### src/fuse_ss_pkg.sv
// Fuse subsystem package with service opcodes, clock select, fault mode, FSM states and ECC widths
`default_nettype none

package fuse_ss_pkg;

  // ----------------------------------------------------------
  // Fuse word geometry
  // ----------------------------------------------------------
  localparam int DATA_W = 16;
  localparam int ECC_W  = 6;
  localparam int CODE_W = DATA_W + ECC_W;

  // Defaults handed down from the top level
  localparam int NUM_PARTS   = 4;
  localparam int PART_WORDS  = 8;
  localparam int CMD_CREDITS = 4;
  localparam int RST_CYCLES  = 10;

  // ----------------------------------------------------------
  // Encodings
  // ----------------------------------------------------------
  // Any service code outside this list is popped and ignored
  typedef enum logic [7:0] {
    NOP                 = 8'h00,
    DOMAIN_RESET        = 8'h10,
    FAULT_CORRECTABLE   = 8'h20,
    FAULT_UNCORRECTABLE = 8'h21,
    FAULT_CLEAR         = 8'h22,
    CLK_160             = 8'h30,
    CLK_400             = 8'h31,
    CLK_500             = 8'h32,
    CLK_1000            = 8'h33,
    ESCALATE            = 8'h40
  } svc_cmd_e;

  typedef enum logic [1:0] {
    MHZ_160  = 2'd0,
    MHZ_400  = 2'd1,
    MHZ_500  = 2'd2,
    MHZ_1000 = 2'd3
  } clk_sel_e;

  typedef enum logic [1:0] {
    NONE          = 2'd0,
    CORRECTABLE   = 2'd1,
    UNCORRECTABLE = 2'd2
  } fault_mode_e;

  typedef enum logic [2:0] {
    IDLE    = 3'd0,
    READ    = 3'd1,
    DECODE  = 3'd2,
    PROGRAM = 3'd3,
    SCRAP   = 3'd4
  } ctrl_state_e;

endpackage

`default_nettype wire

### src/svc_cmd_decoder.sv
// Service command decoder with credit FIFO, domain reset timer, fault mode and clock switch
`default_nettype none

module svc_cmd_decoder #(
  parameter int CMD_CREDITS = fuse_ss_pkg::CMD_CREDITS,
  parameter int RST_CYCLES  = fuse_ss_pkg::RST_CYCLES
) (
  input  logic                     clk,
  input  logic                     cptra_rst_b,
  input  logic                     cmd_valid_i,
  input  fuse_ss_pkg::svc_cmd_e    cmd_i,
  input  logic                     clk_byp_ack_i,
  output logic                     cmd_credit_o,
  output logic                     domain_rst_active_o,
  output fuse_ss_pkg::fault_mode_e fault_mode_o,
  output logic                     escalate_o,
  output fuse_ss_pkg::clk_sel_e    clk_sel_o,
  output logic                     clk_switch_req_o
);

  localparam int PTR_W = (CMD_CREDITS > 1) ? $clog2(CMD_CREDITS) : 1;
  localparam int CNT_W = $clog2(CMD_CREDITS + 1);
  localparam int TMR_W = $clog2(RST_CYCLES + 1);

  fuse_ss_pkg::svc_cmd_e fifo_mem [CMD_CREDITS];
  fuse_ss_pkg::svc_cmd_e head;
  logic [PTR_W-1:0]      wr_ptr;
  logic [PTR_W-1:0]      rd_ptr;
  logic [CNT_W-1:0]      count;
  logic [TMR_W-1:0]      rst_cnt;
  logic                  pop;

  function automatic logic [PTR_W-1:0] ptr_inc(logic [PTR_W-1:0] p);
    return (p == PTR_W'(CMD_CREDITS - 1)) ? '0 : p + 1'b1;
  endfunction

  // ----------------------------------------------------------
  // Command FIFO with one entry per host credit
  // ----------------------------------------------------------
  // Nothing leaves the queue while the domain reset runs, so credits are withheld
  assign head         = fifo_mem[rd_ptr];
  assign pop          = (count != '0) && !domain_rst_active_o;
  assign cmd_credit_o = pop;

  always_ff @(posedge clk) begin
    if (cmd_valid_i) begin
      fifo_mem[wr_ptr] <= cmd_i;
    end
  end

  always_ff @(posedge clk or negedge cptra_rst_b) begin
    if (!cptra_rst_b) begin
      wr_ptr <= '0;
      rd_ptr <= '0;
      count  <= '0;
    end else begin
      if (cmd_valid_i) begin
        wr_ptr <= ptr_inc(wr_ptr);
      end
      if (pop) begin
        rd_ptr <= ptr_inc(rd_ptr);
      end
      count <= count + CNT_W'(cmd_valid_i) - CNT_W'(pop);
    end
  end

  // ----------------------------------------------------------
  // Command execution
  // ----------------------------------------------------------
  always_ff @(posedge clk or negedge cptra_rst_b) begin
    if (!cptra_rst_b) begin
      domain_rst_active_o <= 1'b0;
      rst_cnt             <= '0;
      fault_mode_o        <= fuse_ss_pkg::NONE;
      escalate_o          <= 1'b0;
      clk_sel_o           <= fuse_ss_pkg::MHZ_1000;
      clk_switch_req_o    <= 1'b0;
    end else begin
      // The reset stays active for RST_CYCLES+1 cycles while the timer counts up to RST_CYCLES
      if (domain_rst_active_o) begin
        if (rst_cnt == TMR_W'(RST_CYCLES)) begin
          domain_rst_active_o <= 1'b0;
        end else begin
          rst_cnt <= rst_cnt + 1'b1;
        end
      end

      // The request drops once the acknowledge is seen at an edge
      if (clk_switch_req_o && clk_byp_ack_i) begin
        clk_switch_req_o <= 1'b0;
      end

      if (pop) begin
        case (head)
          fuse_ss_pkg::DOMAIN_RESET: begin
            domain_rst_active_o <= 1'b1;
            rst_cnt             <= '0;
            fault_mode_o        <= fuse_ss_pkg::NONE;
            escalate_o          <= 1'b0;
          end
          fuse_ss_pkg::FAULT_CORRECTABLE: begin
            if (fault_mode_o == fuse_ss_pkg::NONE) begin
              fault_mode_o <= fuse_ss_pkg::CORRECTABLE;
            end
          end
          fuse_ss_pkg::FAULT_UNCORRECTABLE: begin
            if (fault_mode_o == fuse_ss_pkg::NONE) begin
              fault_mode_o <= fuse_ss_pkg::UNCORRECTABLE;
            end
          end
          fuse_ss_pkg::FAULT_CLEAR: fault_mode_o <= fuse_ss_pkg::NONE;
          fuse_ss_pkg::CLK_160: begin
            clk_sel_o        <= fuse_ss_pkg::MHZ_160;
            clk_switch_req_o <= 1'b1;
          end
          fuse_ss_pkg::CLK_400: begin
            clk_sel_o        <= fuse_ss_pkg::MHZ_400;
            clk_switch_req_o <= 1'b1;
          end
          fuse_ss_pkg::CLK_500: begin
            clk_sel_o        <= fuse_ss_pkg::MHZ_500;
            clk_switch_req_o <= 1'b1;
          end
          fuse_ss_pkg::CLK_1000: begin
            clk_sel_o        <= fuse_ss_pkg::MHZ_1000;
            clk_switch_req_o <= 1'b1;
          end
          fuse_ss_pkg::ESCALATE: escalate_o <= 1'b1;
          default: begin
            // NOP and unknown codes only give the credit back
          end
        endcase
      end
    end
  end

endmodule

`default_nettype wire

### src/otp_ecc_codec.sv
// SECDED encoder and decoder for 16-bit fuse words with 6 check bits
`default_nettype none

module otp_ecc_codec (
  input  logic [fuse_ss_pkg::DATA_W-1:0] enc_data_i,
  input  logic [fuse_ss_pkg::CODE_W-1:0] dec_code_i,
  output logic [fuse_ss_pkg::CODE_W-1:0] enc_code_o,
  output logic [fuse_ss_pkg::DATA_W-1:0] dec_data_o,
  output logic                           dec_corr_o,
  output logic                           dec_uncorr_o
);

  // Bits 1..CODE_W-1 follow Hamming positions and bit 0 holds overall parity
  localparam int CODE_W = fuse_ss_pkg::CODE_W;
  localparam int HAM_W  = fuse_ss_pkg::ECC_W - 1;

  always_comb begin : encode
    logic [CODE_W-1:0] code;
    logic              par;
    int                d;
    code = '0;
    d    = 0;
    // Data fills every position that is not a power of two
    for (int i = 1; i < CODE_W; i++) begin
      if ((i & (i - 1)) != 0) begin
        code[i] = enc_data_i[d];
        d++;
      end
    end
    for (int p = 0; p < HAM_W; p++) begin
      par = 1'b0;
      for (int i = 1; i < CODE_W; i++) begin
        if (((i >> p) & 1) != 0 && (i & (i - 1)) != 0) begin
          par = par ^ code[i];
        end
      end
      code[1 << p] = par;
    end
    code[0]    = ^code[CODE_W-1:1];
    enc_code_o = code;
  end

  always_comb begin : decode
    logic [CODE_W-1:0] fixed;
    logic [HAM_W-1:0]  syn;
    int                d;
    syn = '0;
    for (int i = 1; i < CODE_W; i++) begin
      for (int p = 0; p < HAM_W; p++) begin
        if (((i >> p) & 1) != 0) begin
          syn[p] = syn[p] ^ dec_code_i[i];
        end
      end
    end

    fixed        = dec_code_i;
    dec_corr_o   = 1'b0;
    dec_uncorr_o = 1'b0;
    if (^dec_code_i) begin
      // Odd parity means one flip and a zero syndrome points at bit 0 itself
      if (int'(syn) < CODE_W) begin
        fixed[syn] = ~fixed[syn];
        dec_corr_o = 1'b1;
      end else begin
        dec_uncorr_o = 1'b1;
      end
    end else if (syn != '0) begin
      dec_uncorr_o = 1'b1;
    end

    d          = 0;
    dec_data_o = '0;
    for (int i = 1; i < CODE_W; i++) begin
      if ((i & (i - 1)) != 0) begin
        dec_data_o[d] = fixed[i];
        d++;
      end
    end
  end

endmodule

`default_nettype wire

### src/otp_fuse_array.sv
// OTP codeword storage with OR-only programming, registered read and readout fault injection
`default_nettype none

module otp_fuse_array #(
  parameter int  NUM_PARTS  = fuse_ss_pkg::NUM_PARTS,
  parameter int  PART_WORDS = fuse_ss_pkg::PART_WORDS,
  localparam int ADDR_W     = $clog2(NUM_PARTS * PART_WORDS)
) (
  input  logic                           clk,
  input  logic                           cptra_rst_b,
  input  logic                           wr_en_i,
  input  logic [ADDR_W-1:0]              wr_addr_i,
  input  logic [fuse_ss_pkg::CODE_W-1:0] wr_code_i,
  input  logic                           rd_en_i,
  input  logic [ADDR_W-1:0]              rd_addr_i,
  input  fuse_ss_pkg::fault_mode_e       fault_mode_i,
  input  logic [NUM_PARTS-1:0]           part_locked_i,
  output logic [fuse_ss_pkg::CODE_W-1:0] rd_code_o
);

  localparam int DEPTH  = NUM_PARTS * PART_WORDS;
  localparam int PART_W = (NUM_PARTS > 1) ? $clog2(NUM_PARTS) : 1;

  logic [fuse_ss_pkg::CODE_W-1:0] mem [DEPTH];
  logic [fuse_ss_pkg::CODE_W-1:0] fault_mask;
  logic [PART_W-1:0]              rd_part;
  logic                           rd_first_word;

  assign rd_part       = PART_W'(rd_addr_i / ADDR_W'(PART_WORDS));
  assign rd_first_word = (rd_addr_i % ADDR_W'(PART_WORDS)) == '0;

  // Only the first word of a locked partition is disturbed, and only on its way out
  always_comb begin
    fault_mask = '0;
    if (rd_first_word && part_locked_i[rd_part]) begin
      case (fault_mode_i)
        fuse_ss_pkg::CORRECTABLE:   fault_mask[0]   = 1'b1;
        fuse_ss_pkg::UNCORRECTABLE: fault_mask[1:0] = 2'b11;
        default:                    fault_mask      = '0;
      endcase
    end
  end

  // Power-on leaves every fuse unblown
  always_ff @(posedge clk or negedge cptra_rst_b) begin
    if (!cptra_rst_b) begin
      for (int i = 0; i < DEPTH; i++) begin
        mem[i] <= '0;
      end
      rd_code_o <= '0;
    end else begin
      // A fuse can be blown but never restored
      if (wr_en_i) begin
        mem[wr_addr_i] <= mem[wr_addr_i] | wr_code_i;
      end
      if (rd_en_i) begin
        rd_code_o <= mem[rd_addr_i] ^ fault_mask;
      end
    end
  end

endmodule

`default_nettype wire

### src/fuse_partition_ctrl.sv
// Fuse partition controller FSM with lock tracking, ECC status and scrap handling
`default_nettype none

module fuse_partition_ctrl #(
  parameter int  NUM_PARTS  = fuse_ss_pkg::NUM_PARTS,
  parameter int  PART_WORDS = fuse_ss_pkg::PART_WORDS,
  localparam int ADDR_W     = $clog2(NUM_PARTS * PART_WORDS)
) (
  input  logic                           clk,
  input  logic                           cptra_rst_b,
  input  logic                           domain_rst_i,
  input  logic                           escalate_i,
  input  logic                           req_i,
  input  logic                           req_write_i,
  input  logic [ADDR_W-1:0]              addr_i,
  input  logic [fuse_ss_pkg::DATA_W-1:0] wdata_i,
  input  logic [fuse_ss_pkg::CODE_W-1:0] enc_code_i,
  input  logic [fuse_ss_pkg::DATA_W-1:0] dec_data_i,
  input  logic                           dec_corr_i,
  input  logic                           dec_uncorr_i,
  output logic                           arr_wr_en_o,
  output logic [ADDR_W-1:0]              arr_addr_o,
  output logic [fuse_ss_pkg::CODE_W-1:0] arr_wr_code_o,
  output logic                           arr_rd_en_o,
  output logic [NUM_PARTS-1:0]           part_locked_o,
  output logic [fuse_ss_pkg::DATA_W-1:0] enc_data_o,
  output logic                           busy_o,
  output logic                           rd_valid_o,
  output logic [fuse_ss_pkg::DATA_W-1:0] rdata_o,
  output logic                           corr_err_o,
  output logic                           uncorr_err_o,
  output logic                           scrap_o
);

  localparam int PART_W = (NUM_PARTS > 1) ? $clog2(NUM_PARTS) : 1;

  fuse_ss_pkg::ctrl_state_e       state;
  fuse_ss_pkg::ctrl_state_e       rest_state;
  logic [ADDR_W-1:0]              addr_q;
  logic [fuse_ss_pkg::DATA_W-1:0] wdata_q;
  logic [NUM_PARTS-1:0]           lock_q;
  logic                           scrap_q;
  logic [PART_W-1:0]              part_idx;
  logic                           is_digest;
  logic                           wr_allowed;
  logic                           accept;

  assign part_idx   = PART_W'(addr_q / ADDR_W'(PART_WORDS));
  assign is_digest  = (addr_q % ADDR_W'(PART_WORDS)) == ADDR_W'(PART_WORDS - 1);
  assign wr_allowed = !lock_q[part_idx] && !scrap_q;

  // SCRAP is the resting state once escalation has been seen
  assign rest_state = (scrap_q || escalate_i) ? fuse_ss_pkg::SCRAP : fuse_ss_pkg::IDLE;
  assign accept     = req_i && !domain_rst_i &&
                      (state == fuse_ss_pkg::IDLE || state == fuse_ss_pkg::SCRAP);

  assign arr_addr_o    = addr_q;
  assign arr_rd_en_o   = (state == fuse_ss_pkg::READ);
  assign arr_wr_en_o   = (state == fuse_ss_pkg::PROGRAM) && wr_allowed;
  assign arr_wr_code_o = enc_code_i;
  assign enc_data_o    = wdata_q;
  assign part_locked_o = lock_q;
  assign scrap_o       = scrap_q;

  always_ff @(posedge clk) begin
    if (accept) begin
      addr_q  <= addr_i;
      wdata_q <= wdata_i;
    end
  end

  // ----------------------------------------------------------
  // Request FSM
  // ----------------------------------------------------------
  always_ff @(posedge clk or negedge cptra_rst_b) begin
    if (!cptra_rst_b) begin
      state        <= fuse_ss_pkg::IDLE;
      busy_o       <= 1'b0;
      rd_valid_o   <= 1'b0;
      rdata_o      <= '0;
      corr_err_o   <= 1'b0;
      uncorr_err_o <= 1'b0;
      scrap_q      <= 1'b0;
      lock_q       <= '0;
    end else if (domain_rst_i) begin
      // Locks mirror blown digests, so they outlive the domain reset
      state        <= fuse_ss_pkg::IDLE;
      busy_o       <= 1'b0;
      rd_valid_o   <= 1'b0;
      corr_err_o   <= 1'b0;
      uncorr_err_o <= 1'b0;
      scrap_q      <= 1'b0;
    end else begin
      rd_valid_o <= 1'b0;
      if (escalate_i) begin
        scrap_q <= 1'b1;
      end
      case (state)
        fuse_ss_pkg::IDLE, fuse_ss_pkg::SCRAP: begin
          if (accept) begin
            busy_o <= 1'b1;
            state  <= req_write_i ? fuse_ss_pkg::PROGRAM : fuse_ss_pkg::READ;
          end else begin
            state <= rest_state;
          end
        end
        fuse_ss_pkg::READ: state <= fuse_ss_pkg::DECODE;
        fuse_ss_pkg::DECODE: begin
          busy_o     <= 1'b0;
          rd_valid_o <= 1'b1;
          state      <= rest_state;
          if (scrap_q) begin
            rdata_o      <= '0;
            corr_err_o   <= 1'b0;
            uncorr_err_o <= 1'b1;
          end else begin
            rdata_o      <= dec_data_i;
            corr_err_o   <= dec_corr_i;
            uncorr_err_o <= dec_uncorr_i;
            if (is_digest && dec_data_i != '0) begin
              lock_q[part_idx] <= 1'b1;
            end
          end
        end
        fuse_ss_pkg::PROGRAM: begin
          busy_o <= 1'b0;
          state  <= rest_state;
          if (wr_allowed && is_digest && wdata_q != '0) begin
            lock_q[part_idx] <= 1'b1;
          end
        end
        default: state <= fuse_ss_pkg::IDLE;
      endcase
    end
  end

endmodule

`default_nettype wire

### src/fuse_ss_top.sv
// Fuse subsystem top level joining command decoder, partition controller, array and codec
`default_nettype none

module fuse_ss_top #(
  parameter int  NUM_PARTS   = fuse_ss_pkg::NUM_PARTS,
  parameter int  PART_WORDS  = fuse_ss_pkg::PART_WORDS,
  parameter int  CMD_CREDITS = fuse_ss_pkg::CMD_CREDITS,
  parameter int  RST_CYCLES  = fuse_ss_pkg::RST_CYCLES,
  localparam int ADDR_W      = $clog2(NUM_PARTS * PART_WORDS)
) (
  input  logic                           clk,
  input  logic                           cptra_rst_b,
  // Service commands
  input  logic                           cmd_valid_i,
  input  fuse_ss_pkg::svc_cmd_e          cmd_i,
  output logic                           cmd_credit_o,
  // Fuse reads and programs
  input  logic                           req_i,
  input  logic                           req_write_i,
  input  logic [ADDR_W-1:0]              addr_i,
  input  logic [fuse_ss_pkg::DATA_W-1:0] wdata_i,
  output logic                           busy_o,
  output logic                           rd_valid_o,
  output logic [fuse_ss_pkg::DATA_W-1:0] rdata_o,
  output logic                           corr_err_o,
  output logic                           uncorr_err_o,
  output logic                           scrap_o,
  // Clock and reset control
  output fuse_ss_pkg::clk_sel_e          clk_sel_o,
  output logic                           clk_switch_req_o,
  input  logic                           clk_byp_ack_i,
  output logic                           domain_rst_active_o
);

  fuse_ss_pkg::fault_mode_e       fault_mode;
  logic                           escalate;
  logic                           arr_wr_en;
  logic                           arr_rd_en;
  logic [ADDR_W-1:0]              arr_addr;
  logic [fuse_ss_pkg::CODE_W-1:0] arr_wr_code;
  logic [fuse_ss_pkg::CODE_W-1:0] arr_rd_code;
  logic [NUM_PARTS-1:0]           part_locked;
  logic [fuse_ss_pkg::DATA_W-1:0] enc_data;
  logic [fuse_ss_pkg::CODE_W-1:0] enc_code;
  logic [fuse_ss_pkg::DATA_W-1:0] dec_data;
  logic                           dec_corr;
  logic                           dec_uncorr;

  svc_cmd_decoder #(
    .CMD_CREDITS (CMD_CREDITS),
    .RST_CYCLES  (RST_CYCLES)
  ) u_svc_cmd_decoder (
    .clk                 (clk),
    .cptra_rst_b         (cptra_rst_b),
    .cmd_valid_i         (cmd_valid_i),
    .cmd_i               (cmd_i),
    .clk_byp_ack_i       (clk_byp_ack_i),
    .cmd_credit_o        (cmd_credit_o),
    .domain_rst_active_o (domain_rst_active_o),
    .fault_mode_o        (fault_mode),
    .escalate_o          (escalate),
    .clk_sel_o           (clk_sel_o),
    .clk_switch_req_o    (clk_switch_req_o)
  );

  fuse_partition_ctrl #(
    .NUM_PARTS  (NUM_PARTS),
    .PART_WORDS (PART_WORDS)
  ) u_fuse_partition_ctrl (
    .clk           (clk),
    .cptra_rst_b   (cptra_rst_b),
    .domain_rst_i  (domain_rst_active_o),
    .escalate_i    (escalate),
    .req_i         (req_i),
    .req_write_i   (req_write_i),
    .addr_i        (addr_i),
    .wdata_i       (wdata_i),
    .enc_code_i    (enc_code),
    .dec_data_i    (dec_data),
    .dec_corr_i    (dec_corr),
    .dec_uncorr_i  (dec_uncorr),
    .arr_wr_en_o   (arr_wr_en),
    .arr_addr_o    (arr_addr),
    .arr_wr_code_o (arr_wr_code),
    .arr_rd_en_o   (arr_rd_en),
    .part_locked_o (part_locked),
    .enc_data_o    (enc_data),
    .busy_o        (busy_o),
    .rd_valid_o    (rd_valid_o),
    .rdata_o       (rdata_o),
    .corr_err_o    (corr_err_o),
    .uncorr_err_o  (uncorr_err_o),
    .scrap_o       (scrap_o)
  );

  otp_fuse_array #(
    .NUM_PARTS  (NUM_PARTS),
    .PART_WORDS (PART_WORDS)
  ) u_otp_fuse_array (
    .clk           (clk),
    .cptra_rst_b   (cptra_rst_b),
    .wr_en_i       (arr_wr_en),
    .wr_addr_i     (arr_addr),
    .wr_code_i     (arr_wr_code),
    .rd_en_i       (arr_rd_en),
    .rd_addr_i     (arr_addr),
    .fault_mode_i  (fault_mode),
    .part_locked_i (part_locked),
    .rd_code_o     (arr_rd_code)
  );

  otp_ecc_codec u_otp_ecc_codec (
    .enc_data_i   (enc_data),
    .dec_code_i   (arr_rd_code),
    .enc_code_o   (enc_code),
    .dec_data_o   (dec_data),
    .dec_corr_o   (dec_corr),
    .dec_uncorr_o (dec_uncorr)
  );

endmodule

`default_nettype wire

### config.mk
export PLATFORM = sky130hd
export DESIGN_NAME = fuse_ss_top
export DESIGN_NICKNAME = d
export VERILOG_FILES = /design/src/fuse_ss_pkg.sv /design/src/svc_cmd_decoder.sv /design/src/otp_ecc_codec.sv /design/src/otp_fuse_array.sv /design/src/fuse_partition_ctrl.sv /design/src/fuse_ss_top.sv
export SDC_FILE = /design/constraint.sdc
export NUM_CORES = 2
export LEC_CHECK = 0
export ABC_AREA = 1
export BUFFER_PORTS_ARGS = -buffer_cell sky130_fd_sc_hd__buf_2
export CORE_UTILIZATION = 50
export CTS_CLUSTER_DIAMETER = 60
export DETAILED_ROUTE_END_ITERATION = 10
export GPL_ROUTABILITY_DRIVEN = 0
export PLACE_DENSITY = 0.75
export SLEW_MARGIN = 20
export SYNTH_ARGS = -nofsm -noshare
export SYNTH_HDL_FRONTEND = slang
export SYNTH_SLANG_ARGS = --single-unit
export TNS_END_PERCENT = 30
### constraint.sdc
create_clock -name clk -period 2.9 [get_ports clk]
set_input_delay 0.58 -clock clk [delete_from_list [all_inputs] [get_ports clk]]
set_output_delay 0.58 -clock clk [all_outputs]
set_load 0.05 [all_outputs]
=== Word-level counts from Yosys, hierarchy flattened ===
Memory sizes are Yosys's and may differ from the RTL's.
Index checks and enable logic that the tools add are counted.

* Muxes and demuxes: 68
* Shift operators: 0
* Add/sub/neg operators: 5
* Equality and inequality tests: 25
* Order comparisons: 7
* Bitwise logic cells: 81
* Multiply operators: 0
* Div/mod/pow operators: 0
* Reductions and logical operators: 45

{| class="wikitable"
|+ Operators with widths
! operator !! count
|-
| $bwmux W704 || 1
|-
| $bmux W22 S5 || 1
|-
| $demux W22 S5 || 1
|-
| $mux W22 || 5
|-
| $xor A1 B1 Y1 || 75
|-
| $eq A8 B6 Y1 const B || 7
|-
| $mux W1 || 32
|-
| $reduce_bool A16 Y1 || 2
|-
| $mux W4 || 7
|-
| $bwmux W22 || 1
|-
| $or A22 B22 Y22 || 1
|-
| $reduce_xor A22 Y1 || 1
|-
| $xor A22 B22 Y22 || 1
|-
| $reduce_xor A21 Y1 || 1
|-
| $mux W16 || 1
|-
| $logic_and A1 B1 Y1 || 13
|-
| $mux W2 || 6
|-
| $mux W3 || 3
|-
| $pmux W3 S3 || 1
|-
| $reduce_bool A3 Y1 || 3
|-
| $eq A8 B5 Y1 const B || 1
|-
| $eq A8 B7 Y1 const B || 1
|-
| $pmux W2 S4 || 1
|-
| $pmux W4 S2 || 1
|-
| other kinds (42) || 64
|}

* Bits in writable memories: 32
* Output and inout port bits: 26
* Memory bits (read-only): 0
* Logic and storage cells: 284
* Input port bits: 35
* Flip-flop bits (word level): 793
* Memories: 1
* Latch bits: 0

{| class="wikitable"
|+ Memory list
! memory !! depth !! bits a word !! rd ports !! clocked after Yosys merged registers in !! wr ports !! line !! text
|-
| u_svc_cmd_decoder.fifo_mem || 4 || 8 || 1 || 0 || 1 || svc_cmd_decoder.sv:25 || <nowiki>fuse_ss_pkg::svc_cmd_e fifo_mem [CMD_CREDITS];</nowiki>
|}

=== Longest topological paths before layout ===
* Depth after elaboration: 22
* Mapped depth: 29
* Mapped depth without buffers: 27

=== Hierarchy ===
A second synthesis with hierarchy kept.

* Cell total of the unflattened synthesis: 6682
* Area, all modules: 46936.3 um^2

{| class="wikitable"
|+ By module, submodules not included
! module !! cells an instance !! sequential area each (um^2) !! times used !! area an instance (um^2)
|-
| otp_fuse_array || 5903 || 18167.4 || 1 || 40548.9
|-
| svc_cmd_decoder || 227 || 1413.9 || 1 || 2303.5
|-
| fuse_partition_ctrl || 219 || 1331.3 || 1 || 2209.6
|-
| otp_ecc_codec || 333 || 0.0 || 1 || 1874.3
|}

=== Worst setup path before layout ===
OpenSTA, ideal clock, no wires.

* Path kind: flip-flop to flip-flop
* Start point: register u_svc_cmd_decoder.domain_rst_active_o
* End point: register u_svc_cmd_decoder.count[2]
* Buffers on the path: 1
* Setup time: 0.123 ns
* Stages on the path, launching flop included: 9
* Period minus slack after synthesis: 3.095 ns
* Required time: 2.777 ns
* Path slack: -0.195 ns
* Arrival: 2.972 ns
* Cells stage by stage: dfrtp_1 > clkbuf_1 > a21oi_1 > ha_1 > inv_1 > ha_1 > inv_1 > fa_1 > xnor2_1

* Word-level cells in the longest chain between the ends: 3

{| class="wikitable"
|+ Ends and longest elaborated chain
! element !! line !! text
|-
| start: declaration || svc_cmd_decoder.sv:14 || <nowiki>output logic domain_rst_active_o,</nowiki>
|-
| start signal: assignment || svc_cmd_decoder.sv:72 || <nowiki>domain_rst_active_o <= 1'b0;</nowiki>
|-
| start signal: assignment || svc_cmd_decoder.sv:82 || <nowiki>domain_rst_active_o <= 1'b0;</nowiki>
|-
| start signal: assignment || svc_cmd_decoder.sv:96 || <nowiki>domain_rst_active_o <= 1'b1;</nowiki>
|-
| $logic_not A1 Y1 || svc_cmd_decoder.sv:42 || <nowiki>assign pop = (count != '0) && !domain_rst_active_o;</nowiki>
|-
| $logic_and A1 B1 Y1 || svc_cmd_decoder.sv:42 ||
|-
| net cmd_credit_o || fuse_ss_top.sv:16 || <nowiki>output logic cmd_credit_o,</nowiki>
|-
| $sub A3 B1 Y3 || svc_cmd_decoder.sv:63 || <nowiki>count <= count + CNT_W'(cmd_valid_i) - CNT_W'(pop);</nowiki>
|-
| end signal: assignment || svc_cmd_decoder.sv:63 ||
|-
| end: declaration || svc_cmd_decoder.sv:29 || <nowiki>logic [CNT_W-1:0] count;</nowiki>
|}

The timed path passes the listed nets, and every way through them passes these cells.
A chain may end at the register's enable or synchronous reset.

=== Final worst setup path ===
* Start point: register u_otp_fuse_array.rd_code_o[15] in the netlist's numbering
* End point: register u_fuse_partition_ctrl.lock_q[3] (netlist: u_fuse_partition_ctrl.part_locked_o[3])

* Word-level cells in the longest chain between the ends: 15
* Elaborated cells on any way between the ends: 28
* Classes of those cells: order compare: 3; eq/ne: 1; mux: 7; bitwise: 12; reduce/logical: 5

{| class="wikitable"
|+ Ends and longest elaborated chain
! element !! line !! text
|-
| start: declaration || otp_fuse_array.sv:18 || <nowiki>output logic [fuse_ss_pkg::CODE_W-1:0] rd_code_o</nowiki>
|-
| start signal: assignment || otp_fuse_array.sv:57 || <nowiki>rd_code_o <= mem[rd_addr_i] ^ fault_mask;</nowiki>
|-
| $xor A1 B1 Y1 (4 in series) || otp_ecc_codec.sv:51 || <nowiki>syn[p] = syn[p] ^ dec_code_i[i];</nowiki>
|-
| $lt A5 B6 Y1 (implied by the code) / $ge A5 B1 Y1 (equally long branches) || otp_ecc_codec.sv:62 || <nowiki>fixed[syn] = ~fixed[syn];</nowiki>
|-
| $logic_and A1 B1 Y1 (implied by the code) || otp_ecc_codec.sv:62 ||
|-
| $mux W1 (implied by the code) || otp_ecc_codec.sv:62 ||
|-
| $demux W1 S5 || -- ||
|-
| $bwmux W22 || otp_ecc_codec.sv:62 ||
|-
| $mux W22 || otp_ecc_codec.sv:61 || <nowiki>if (int'(syn) < CODE_W) begin</nowiki>
|-
| $mux W22 (*) || otp_ecc_codec.sv:59 || <nowiki>if (^dec_code_i) begin</nowiki>
|-
| $reduce_bool A16 Y1 (*) || fuse_partition_ctrl.sv:120 || <nowiki>if (is_digest && dec_data_i != '0) begin</nowiki>
|-
| $logic_and A1 B1 Y1 (*) || fuse_partition_ctrl.sv:120 ||
|-
| $ne A2 B1 Y1 (no source line) (*) || -- ||
|-
| $reduce_and A5 Y1 (no source line) (*) || -- ||
|-
| end signal: assignment || fuse_partition_ctrl.sv:84 || <nowiki>lock_q <= '0;</nowiki>
|-
| end signal: indexed assignment || fuse_partition_ctrl.sv:121 || <nowiki>lock_q[part_idx] <= 1'b1;</nowiki>
|-
| end signal: indexed assignment || fuse_partition_ctrl.sv:129 || <nowiki>lock_q[part_idx] <= 1'b1;</nowiki>
|-
| end: declaration || fuse_partition_ctrl.sv:41 || <nowiki>logic [NUM_PARTS-1:0] lock_q;</nowiki>
|}

Every way passes the cells marked *; elsewhere a longest branch is shown, timed or not. The select of a mux whose other input is x is not followed.

==> reports/results.ini <==
[critical_path]
crit_required_ns = 3.41
crit_type = flip-flop to flip-flop
crit_arrival_ns = 3.81
worstPathMaxFanout = 8
cp-end-kind = flip-flop
startpoint_type = flip-flop

[synthesis]
synth-edff-count = 53
synthAdderAreaFrac_pct = 0.5819
synth_xor_area_share_pct = 1.886
synth_cell_types = 46
synthMuxAreaShare_pct = 0
synth-seq-cells = 825
yosys.area_share.simple_pct = 13.20
ys_seq_area_share_pct = 58.59
synth_ff_type = dfrtp_1
postSynthAreaPerCell_sq_um = 9.300
synth-async-reset-ratio_pct = 93.58
syn-cell-area_sq_mm = 0.03569
synth_compound_area_share_pct = 21.27
syn_inst = 3838
ys.warnings.count = 0
synthesis.nets = 3889
synth_top_family_by_area = compound AO/OA/AOI/OAI gates

[finish]
finalNonFillerCells = 5023
fin_area_sq_mm = 0.04319
fin_util_pct = 61.36
nNetsFinal = 4070
drive_gt1_share_pct = 17.42
final_common_cell = nand2_1
area_growth_pct = 21.01
final_cell_mix = nand2_1 (978), dfrtp_1 (763), o21ai_0 (756)

[clocking]
worst_skew_pair.late_latency_ns = 0.64
cts_buffer_depth = 3
clkTransAtPathRegs_ns = 0.06
cts.sinks = 825
cts_tree = yes
clk_root_buffer_cell = clkbuf_16
htree_levels = 3
cts_buffers = 83

[global_routing]
grt_pass1_vias = 29490
met1_usage_pct = 41.53
grt_pass1_wl_mm = 171.1
grt_use_met2_pct = 46.01
grt_use_met3_pct = 6.323
grtUsageTotal_pct = 30.01
antenna_found_initial = 0
grt_max_degree = 68
overflow = 0
top_usage_layer = met2

[route]
ant_nets = 0
routedWlPerCell_um = 22.46
drc_errors = 0
vias = 30900
drt_iter0_markers = 4497
routed_wl_mm = 112.8
drtPass1Iterations = 6
routed_via_density = 6.151

[place]
port_buffers = 60
detailed_place.area_sq_mm = 0.03920
dp_hpwl_mm = 68.89
dp_slack_ns = -0.2466
dp_cells = 4827

[sta]
setup_ws_ns = -0.3912
rsz0062_at_grt = yes
finalHoldViolCount = 0
worstMarginPinSlew_ns = 0.9649
fmax_ghz = 0.3038
finalClockSkew_ns = 0.02442
period_share_pct = 113.5
maxSlewHeadroom_pct = 35.58
whs_ns = 0.1254
final_max_slew_viol_count = 0
setup_viol = 18
setup_tns_ns = -1.742
final.min_clock_period_ns = 3.291

[power]
power_density_mw_per_mm2 = 1068
p_leak_nw = 19.12
peakVddDrop_v = 0.001966
p_total_mw = 46.11

[die]
std_cell_rows = 97
start_util_pct = 50.71
die_h_um = 269.2
core_area_sq_mm = 0.07039
dieWidth_um = 269.2
pin_count = 61
die_area_sq_mm = 0.07246

[run]
maxCapViolCount = 0

[status]
status = complete, but fails checks
violations = setup timing

[hold_path]
hold_class = primary input to flip-flop

critical path: stages (launching register included):
cell and delay [ns]:
dfrtp_2 0.47, buf_12 0.16, xnor2_2 0.16, nand3_1 0.12, nand2_2 0.14, inv_2 0.07, nand2_2 0.12, nand3_2 0.12
nand2_4 0.15, nand2_1 0.08, nand3_1 0.09, nand3_1 0.12, nand2_1 0.16, nor2_4 0.08, nand2_4 0.14, nand2_1 0.09
nand2_1 0.12, nand2_1 0.09, nor2_1 0.15, nand2_2 0.10, o21ai_2 0.16, nand2_2 0.12, nand3_2 0.09, nand2_1 0.06
final timing paths:
kind	endpoint	startpoint	slack [ns]	cells past startpoint
setup / recovery	u_fuse_partition_ctrl.part_locked_o[3]	u_otp_fuse_array.rd_code_o[15]	-0.39	23
hold / removal	u_fuse_partition_ctrl.enc_data_o[10]	wdata_i[10]	0.13	1
setup reg to reg	u_fuse_partition_ctrl.part_locked_o[3]	u_otp_fuse_array.rd_code_o[15]	-0.39	23
hold reg to reg	u_fuse_partition_ctrl.part_locked_o[2]	u_fuse_partition_ctrl.part_locked_o[2]	0.46	2
max in group asynchronous	u_otp_fuse_array.rd_code_o[15]	cptra_rst_b	1.50	3
min in group asynchronous	u_otp_fuse_array.mem[490]	cptra_rst_b	0.53	2
registers in the layout, summed over array words and instances, names as in the netlist, 3 cells and up:
name	count
u_fuse_partition_ctrl.arr_addr_o	5
u_fuse_partition_ctrl.enc_data_o	16
u_fuse_partition_ctrl.part_locked_o	4
u_fuse_partition_ctrl.rdata_o	16
u_fuse_partition_ctrl.state	3
u_otp_fuse_array.mem	704
u_otp_fuse_array.rd_code_o	22
u_svc_cmd_decoder.count	3
u_svc_cmd_decoder.fifo_mem	32
u_svc_cmd_decoder.rst_cnt	4
what timing repair did:
action | 4_1_cts | 5_1_grt
setup buffers | 10 | 32
endpoints found under the hold margin | 46 | 0
gates resized for setup | 37 | 144
gates cloned | 0 | 4
pin swaps | 15 | 49
setup endpoints to repair | 157 | 609
hold buffers | 1 | 0
cells in the mapped netlist, types with 3 or more instances:
master / n / area (sq um)
nand2_1: 1016 / 3814
o21ai_0: 761 / 3809
xnor2_1: 37 / 324.1
buf_1: 27 / 101.4
or2_2: 10 / 62.56
a2111oi_0: 15 / 131.4
buf_2: 4 / 20.02
o21ai_1: 4 / 20.02
nor2_2: 3 / 18.77
inv_2: 8 / 30.03
a22oi_1: 351 / 2635
ha_1: 15 / 187.7
edfxtp_1: 53 / 1592
nor3_1: 6 / 30.03
a21oi_1: 132 / 660.6
a2111o_1: 5 / 56.30
a32o_1: 3 / 30.03
xnor2_2: 6 / 97.59
inv_1: 112 / 420.4
a32oi_1: 3 / 26.28
clkinv_1: 3 / 11.26
dfrtp_1: 770 / 19270
nor4_1: 15 / 93.84
a211oi_1: 5 / 37.54
xor2_1: 25 / 219.0
nand3_1: 44 / 220.2
nand4_1: 13 / 81.33
a21boi_0: 14 / 105.1
nor2_1: 84 / 315.3
or4_1: 3 / 22.52
nand2_2: 3 / 18.77
clkbuf_1: 268 / 1006
routing by layer:
metal  wire (um)  vias up
met5           0        -
li1            -    13530
met4        4838        0
met3       11040      353
met1       45220    15160
met2       51710     1852
layout make-up:
type | count | area (sq um)
Antenna cell | 1 | 2.502
Clock inverter | 29 | 436.7
Inverter | 123 | 476.7
Fill cell | 5510 | 27200
Timing Repair Buffer | 394 | 3802
Clock buffer | 119 | 2399
Multi-Input combinational cell | 2592 | 13980
Tap cell | 940 | 1176
Sequential cell | 825 | 20920
where the power goes:
part / internal [mW] / leakage (nW) / total (mW) / switching [mW]
logic: 7.31 / 6.61 / 20.3 / 12.9
clock network: 6.65 / 1.37 / 11.2 / 4.58
registers: 13.4 / 11.1 / 14.6 / 1.17
cell families (layout without fill, tap and decap cells):
| group | count (synthesis) | in the layout |
|---|---|---|
| AO/OA/AOI/OAI | 1303 | 1303 |
| other | 0 | 1 |
| XOR/XNOR | 70 | 70 |
| AND/OR/NAND/NOR | 1201 | 1203 |
| buffers and inverters | 423 | 665 |
| adder cells (fa/ha/maj) | 16 | 16 |
| flip-flops | 825 | 825 |
(Power assumes the default switching activity.)
